==> config.mk <==
export PLATFORM = sky130hd
export DESIGN_NAME = rcn_apb_master
export DESIGN_NICKNAME = d
export VERILOG_FILES = /design/src/rcn_pkg.sv /design/src/rcn_apb_master.sv
export SDC_FILE = /design/constraint.sdc
export NUM_CORES = 1
export LEC_CHECK = 0
export BUFFER_PORTS_ARGS = -buffer_cell sky130_fd_sc_hd__buf_2
export CAP_MARGIN = 40
export CORE_MARGIN = 8
export CORE_UTILIZATION = 45
export DETAILED_ROUTE_END_ITERATION = 6
export MAX_ROUTING_LAYER = met4
export PLACE_DENSITY = 0.83
export SYNTH_ARGS = -nofsm -noshare
export SYNTH_HDL_FRONTEND = slang
export SYNTH_SLANG_ARGS = --single-unit
==> constraint.sdc <==
create_clock -name main_clk -period 3.7 [get_ports main_clk]
set_input_delay 0 -clock main_clk [delete_from_list [all_inputs] [get_ports main_clk]]
set_output_delay 0 -clock main_clk [all_outputs]
set_load 0.01 [all_outputs]
==> src/rcn_pkg.sv <==
package rcn_pkg;

    localparam int RCN_ID_W   = 6;
    localparam int RCN_ADDR_W = 22;
    localparam int RCN_DATA_W = 32;

    typedef enum logic
    {
        RCN_READ  = 1'b0,
        RCN_WRITE = 1'b1
    } rcn_op_e;

    typedef enum logic [1:0]
    {
        MST_IDLE = 2'd0,
        MST_SEND = 2'd1,
        MST_WAIT = 2'd2
    } rcn_master_state_e;

    // one ring slot of 69 bits with valid on top
    typedef struct packed
    {
        logic                  valid;
        logic                  req;
        rcn_op_e               op;
        logic [RCN_ID_W-1:0]   id;
        logic [3:0]            mask;
        logic [RCN_ADDR_W-1:0] addr;
        logic [1:0]            seq;
        logic [RCN_DATA_W-1:0] data;
    } rcn_pkt_t;

    // an empty slot
    localparam rcn_pkt_t RCN_IDLE_PKT = '0;

endpackage

==> src/rcn_apb_master.sv <==
`timescale 1ns/100ps

module rcn_apb_master import rcn_pkg::*;
#(
    parameter logic [RCN_ID_W-1:0] MASTER_ID = 6'h01
)
(
    input  logic        main_rst,
    input  logic        main_clk,

    input  logic        psel,
    input  logic        penable,
    input  logic        pwrite,
    input  logic [23:0] paddr,
    input  logic [31:0] pwdata,
    input  logic [3:0]  pstrb,
    output logic        pready,
    output logic [31:0] prdata,
    output logic        pslverr,

    input  rcn_pkt_t    ring_in,
    output rcn_pkt_t    ring_out
);
    rcn_master_state_e state;
    rcn_pkt_t          req_pkt;
    logic [1:0]        seq;
    logic              setup;
    logic              own_pkt;

    // a transfer starts only in the setup phase, never in the access cycle that ends one
    assign setup = psel && !penable;

    // either the response to the request or the request itself coming back unclaimed
    assign own_pkt = ring_in.valid && (ring_in.id == MASTER_ID) && (ring_in.seq == seq);

    always_ff @(posedge main_clk)
    begin
        if (state == MST_IDLE && setup)
        begin
            req_pkt.valid <= 1'b1;
            req_pkt.req   <= 1'b1;
            req_pkt.op    <= pwrite ? RCN_WRITE : RCN_READ;
            req_pkt.id    <= MASTER_ID;
            // reads always fetch the whole word
            req_pkt.mask  <= pwrite ? pstrb : 4'hf;
            req_pkt.addr  <= paddr[23:2];
            req_pkt.seq   <= seq;
            req_pkt.data  <= pwdata;
        end
        if (state == MST_WAIT && own_pkt && !ring_in.req)
            prdata <= ring_in.data;
    end

    always_ff @(posedge main_clk or posedge main_rst)
        if (main_rst)
        begin
            state    <= MST_IDLE;
            seq      <= 2'd0;
            pready   <= 1'b0;
            pslverr  <= 1'b0;
            ring_out <= RCN_IDLE_PKT;
        end
        else
        begin
            pready   <= 1'b0;
            pslverr  <= 1'b0;
            ring_out <= ring_in;
            case (state)
                MST_IDLE:
                begin
                    if (setup)
                        state <= MST_SEND;
                end
                MST_SEND:
                begin
                    // wait for an empty slot to carry the request
                    if (!ring_in.valid)
                    begin
                        ring_out <= req_pkt;
                        state    <= MST_WAIT;
                    end
                end
                MST_WAIT:
                begin
                    if (own_pkt)
                    begin
                        ring_out <= RCN_IDLE_PKT;
                        pready   <= 1'b1;
                        pslverr  <= ring_in.req;
                        seq      <= seq + 2'd1;
                        state    <= MST_IDLE;
                    end
                end
                default:
                begin
                    state <= MST_IDLE;
                end
            endcase
        end

endmodule

Yosys cells after proc, flatten, opt, wreduce, memory -nomap -nowiden
Cells that the tools add are included.

cells by class
  reductions and logical operators = 11
  add/sub/neg operators = 1
  multiplexer cells = 12
  equality and inequality tests = 7

operator list
  operator               number
  $pmux W69 S2           1
  $mux W69               1
  $mux W68               1
  $eq A6 B1 Y1 const B   1
  $logic_and A1 B1 Y1    6
  $mux W2                3
  $ne A2 B2 Y1 const B   3
  $pmux W2 S3            1
  $mux W1                5
  $reduce_and A3 Y1      1
  $add A2 B1 Y2 const B  1
  $eq A2 B1 Y1 const B   1
  $eq A2 B2 Y1           1
  $eq A2 B2 Y1 const B   1
  $logic_not A1 Y1       2
  $logic_not A2 Y1       1
  $reduce_and A2 Y1      1

word-level totals
  output and inout bits = 103
  bits in registers = 168

Logic depth before layout (Yosys ltp)
  depth in word-level cells = 5
  gate-level depth with buffers = 8
  mapped depth without buffers = 6

Least setup slack after synthesis
OpenSTA, ideal clock, no wires.

  path type = reg-to-reg
  start point = reg seq[1]
  end point = reg prdata[0] (enable)
  stages on the path, launching flop included = 5
  required time = 3.279 ns
  arrival time = 2.417 ns
  setup time = 0.421 ns
  setup slack = 0.862 ns
  period minus slack after synthesis = 2.838 ns
  cells stage by stage = dfrtp_1 -> xor2_1 -> nor4_1 -> nand3_1 -> nor2_1

on the way
  word-level cells in the longest chain between the ends = 4

ends and longest elaborated chain
  item                               RTL line              source
  start: declaration                 rcn_apb_master.sv:26  logic [1:0] seq;
  start signal: assignment           rcn_apb_master.sv:90  seq <= seq + 2'd1;
  $eq A2 B2 Y1                       rcn_apb_master.sv:34  assign own_pkt = ring_in.valid && (ring_in.id == MASTER_ID) && (ring_in.seq == seq);
  $logic_and A1 B1 Y1                rcn_apb_master.sv:34
  $logic_and A1 B1 Y1 (2 in series)  rcn_apb_master.sv:50  if (state == MST_WAIT && own_pkt && !ring_in.req)
  end signal: assignment             rcn_apb_master.sv:51  prdata <= ring_in.data;
  end: declaration                   rcn_apb_master.sv:18  output logic [31:0] prdata,

No other way between the ends.
A chain may end at the register's enable or synchronous reset.

Worst setup path in the final report
  start point = reg state[1]
  end point = reg state[0]

on the way
  word-level cells in the longest chain between the ends = 3
  elaborated cells on any way between the ends = 8
  classes of those cells = eq/ne (5); mux (1); reduce/logical (2)

ends and longest elaborated chain
  item                                        RTL line              source
  start: declaration                          rcn_apb_master.sv:24  rcn_master_state_e state;
  start signal: assignment                    rcn_apb_master.sv:57  state <= MST_IDLE;
  start signal: assignment                    rcn_apb_master.sv:72  state <= MST_SEND;
  start signal: assignment                    rcn_apb_master.sv:80  state <= MST_WAIT;
  $eq A2 B2 Y1, or another cell as far along  rcn_apb_master.sv:68  case (state)
  $ne A2 B2 Y1 (no source line)               n/a
  $reduce_and A3 Y1 (no source line)          n/a

Parallel ways exist; a longest one is shown, timed or not.

==> run summary <==
The run finished with clean final reports. Setup repair after global routing left no endpoint under its margin. The worst slew slack as a fraction of its limit is 53.65%. The tools report the clock buffer count from CTS as 17.

The hold path startpoint was ring_in[68]. Dividing the detail-routed wire length by the instance count gives 20.76 um. The congestion estimate from routability-driven global placement came to 0.8243. Across the whole layout, storage elements account for 0.004669 sq mm.

The slowest stage of the critical path is the sky130_fd_sc_hd__dlygate4sd3_1 cell. On the final layout, the worst clock skew is 0.008178 ns. Dividing the detail-routed via count by the number of cells gives 5.562.

Yosys printed 0 warnings. The detailed router finished its first iteration with 444 violations. TritonCTS built the clock tree. For met1 alone, demand over resource in global routing was 23.11%. Synthesis produced a netlist with a net count of 575.

The highest attainable clock frequency is 0.3801 GHz. The area occupied by multi-input gates is 0.001831 sq mm, and the wire length of the first global-routing pass is 31400 um. In this run the tool buffered the top-level ports with 234 buffer cells.

The family with the most delay on the worst path was buffers and inverters. The met3 layer usage reported by global route was 5.398%; the synthesized area was 0.006665 sq mm. Clock-pin slew was measured on the worst setup and hold paths at 0.06 ns.

The run gives 3.98 ns as the required arrival time at the worst endpoint. The number of clock sinks seen by CTS is 168. Type of the worst setup path: register to register. In this run, distinct cell masters in the synthesized netlist total 34. The worst register-to-register path begins at state[1]$_DFFE_PP0P_. The path class of the tightest hold or removal check is primary input to register. The critical path contains buffers and inverters numbering 3 combined. The initial utilization of the core area, before any placement, comes to 46.03%. The routed design has 20720 um of wire. The logs give 1 for the initial antenna violation count and 4 for the level count of the clock H-tree. The tree is rooted in a sky130_fd_sc_hd__clkbuf_16. Row generation in the floorplan step produced 44 rows. The summed negative setup slack over all endpoints was 0 ns. The run gives 960 as the count of filler cells inserted in the layout. The tools report the area of the die as 0.01896 sq mm. The first detailed-routing pass ran for 5 iterations.

For this design the ratio of total power to cell area is 661.9 mW/mm^2. For this run, the slowest stage of the critical path takes 0.57 ns. For the post-synthesis instance total, the log shows 438. Shortest clock period the worst path allows after layout: 2.631 ns. The logs give 0 for the final antenna-violating net count and 0.42 ns for the insertion delay of the later-clocked pin in the worst-skew pair. Static power due to leakage: 4.303 nW. Number of cells upsized or downsized after cts: 0.

Number of setup violations in the final report: 0. The number of placed I/O pins is 237. The number of buffers added for setup after CTS was 0; the largest voltage drop on the vdd net was 351.7 uV.

At the pin with the least slew margin, the transition time is 0.6952 ns. Counting flops and latches in the post-synthesis netlist gives 168. Internal reg-to-reg setup slack: 1.07 ns. In this run the deepest clock path goes through 2 buffers. After global routing, the most crowded layer is met2. The critical path goes through inv_1, ha_2, buf_4, nand2_1, a31oi_1, dlygate4sd3_1, a211oi_1.

For this run the aggregate overflow at the end of global routing stands at 0. Buffers inserted to repair hold after CTS numbered 133. The total via count after detailed routing is 5551, and the number of violations of the max-capacitance limit is 0. The post-layout total power was 0.006604 W; the met2 global-route usage was 38.90%.

The core region is 0.01448 sq mm. In this run the worst path has a maximum fanout of 46. The floorplan step set the die width to 137.7 um.

After detailed routing, the number of remaining DRC violations is 0. The final HPWL from detailed placement was 12440 um; the via count of the first global-routing pass was 6032. Layout overhead on the synthesized area: 49.71%. The share of the clock period used by the worst path after layout was 71.11%. The run gives 937 as the layout net count.

In the final layout, the share of cells above drive strength 1 is 34.81%. The vertical die dimension was 137.7 um; the mean instance size in the synthesized netlist was 15.22 sq um. For this run, the total global-route usage over all layers was measured as 22.34%. STA classifies the critical path startpoint as a register. The run gives 0 as the number of hold-slack violations in the final timing report.

Sequential cells were found to cover 70.06% of the synthesized design area. STA classifies the critical path endpoint as a register. The final count of pins violating max slew was 0.

Entering global routing, the biggest net connects 61 pins. For the worst setup path, the data arrival time is 2.91 ns. The tools report the launch point of the critical path as state[1]$_DFFE_PP0P_.
## metrics by stage
step / cell area [sq um] / hold slack, ns / utilization [%] / std cells / worst slack (ns)
6_report: 9978 / 0.07701 / 68.92 / 998 / 1.069
3_3_place_gp: 7990 / 0.06887 / 55.18 / 829 / 1.309
2_1_floorplan: 6665 / 0.09887 / - / 438 / 0.8617
4_1_cts: 9976 / 0.06115 / 68.90 / 997 / 1.093
3_5_place_dp: 8058 / 0.06654 / 55.65 / 832 / 1.388
5_1_grt: 9978 / 0.1426 / 68.92 / 998 / 0.9362
## placed cells by master (no fill, tap or decap), types with 2 or more instances in the layout
cell	Yosys	layout
sky130_fd_sc_hd__nor2_1	8	6
sky130_fd_sc_hd__buf_4	0	5
sky130_fd_sc_hd__a22oi_1	2	2
sky130_fd_sc_hd__nor2b_1	2	2
sky130_fd_sc_hd__buf_2	1	234
sky130_fd_sc_hd__clkinv_2	0	3
sky130_fd_sc_hd__bufinv_16	0	2
sky130_fd_sc_hd__and2_0	43	43
sky130_fd_sc_hd__o21ai_0	2	2
sky130_fd_sc_hd__inv_6	0	3
sky130_fd_sc_hd__ha_1	3	2
sky130_fd_sc_hd__buf_12	0	3
sky130_fd_sc_hd__nand2_1	8	8
sky130_fd_sc_hd__dlygate4sd3_1	0	133
sky130_fd_sc_hd__xnor2_1	2	2
sky130_fd_sc_hd__clkinv_4	0	2
sky130_fd_sc_hd__a22o_1	59	59
sky130_fd_sc_hd__a21oi_1	2	2
sky130_fd_sc_hd__dfrtp_1	75	75
sky130_fd_sc_hd__edfxtp_1	93	93
sky130_fd_sc_hd__clkinvlp_4	0	4
sky130_fd_sc_hd__a211oi_1	2	2
sky130_fd_sc_hd__nor2_4	0	2
sky130_fd_sc_hd__inv_1	7	6
sky130_fd_sc_hd__a2bb2oi_1	2	2
sky130_fd_sc_hd__a221o_1	59	59
sky130_fd_sc_hd__xor2_1	2	2
sky130_fd_sc_hd__and2_1	19	19
sky130_fd_sc_hd__clkbuf_16	0	17
sky130_fd_sc_hd__nand2b_1	4	4
## worst reg2reg max path: stages, from the launching register on
cell and delay [ns]:
sky130_fd_sc_hd__dfrtp_1 0.40, sky130_fd_sc_hd__inv_1 0.10, sky130_fd_sc_hd__ha_2 0.44, sky130_fd_sc_hd__buf_4 0.55, sky130_fd_sc_hd__nand2_1 0.19, sky130_fd_sc_hd__a31oi_1 0.19
sky130_fd_sc_hd__dlygate4sd3_1 0.57, sky130_fd_sc_hd__a211oi_1 0.05
## power by group
| group | switching, W | internal [W] | total, W |
|---|---|---|---|
| clock | 0.000729 | 0.00102 | 0.00174 |
| sequential | 0.000140 | 0.00245 | 0.00259 |
| combinational | 0.00126 | 0.00100 | 0.00227 |
## flip-flops by register name, summed over array words and instances, names as in the netlist
register and cells:
seq 2, pready 1, pslverr 1, state 2
req_pkt 61, ring_out 69, prdata 32
## synthesized netlist by cell type (all sizes together)
cell type | number | area [sq um]
a31oi | 1 | 6.260
nand4bb | 1 | 11.26
nor2 | 8 | 30.03
a22o | 59 | 516.8
o41a | 1 | 11.26
or3b | 1 | 8.760
o21ai | 2 | 10.01
nand4 | 1 | 6.260
edfxtp | 93 | 2793
a221o | 59 | 590.6
clkinv | 1 | 3.750
a211oi | 2 | 15.01
nand3 | 1 | 5.000
a2bb2oi | 2 | 17.52
xor2 | 2 | 17.52
a21oi | 2 | 10.01
buf | 7 | 57.55
or4b | 1 | 10.01
dfrtp | 75 | 1877
inv | 7 | 26.28
nand2b | 4 | 25.02
nor4 | 1 | 6.260
clkbuf | 26 | 97.59
ha | 3 | 37.54
nor2b | 2 | 12.51
nand2 | 8 | 30.03
and3 | 1 | 6.260
or2 | 1 | 6.260
and2 | 62 | 387.9
xnor2 | 2 | 17.52
a22oi | 2 | 15.01
## routing by layer
layer  share of wire [%]  routed length (um)
met4                 3.8                 788
met2                  52               10870
met5                   0                   0
met1                  36                7443
met3                 7.8                1613
## area by class of cell
cell class	count	share of cell area, %
repair buffers	376	26.33
flip-flops and latches	168	46.80
clock inverters	14	1.480
clock buffers	18	4.401
multi-input cells	229	18.34
inverters	8	0.3135
diodes	1	0.02508
well taps	184	2.307
## cells by family after synthesis
kind of cell / after synthesis / share of synthesized area [%]
compound gates: 130 / 17.89
fa+ha+maj: 3 / 0.5632
buf+inv: 41 / 2.778
xor+xnor: 4 / 0.5257
flops: 168 / 70.06
simple gates: 92 / 8.185
## path summary, 6_finish.rpt
kind                       cells past startpoint                     end
setup / recovery                               7    state[0]$_DFFE_PP0P_
hold reg to reg                                1      seq[1]$_DFFE_PP0P_
min in group asynchronous                      3  ring_out[13]$_DFF_PP0_
max in group asynchronous                      4  ring_out[21]$_DFF_PP0_
setup reg to reg                               7    state[0]$_DFFE_PP0P_
hold / removal                                 3  ring_out[68]$_DFF_PP0_
Power figures use the tool's default switching activity.
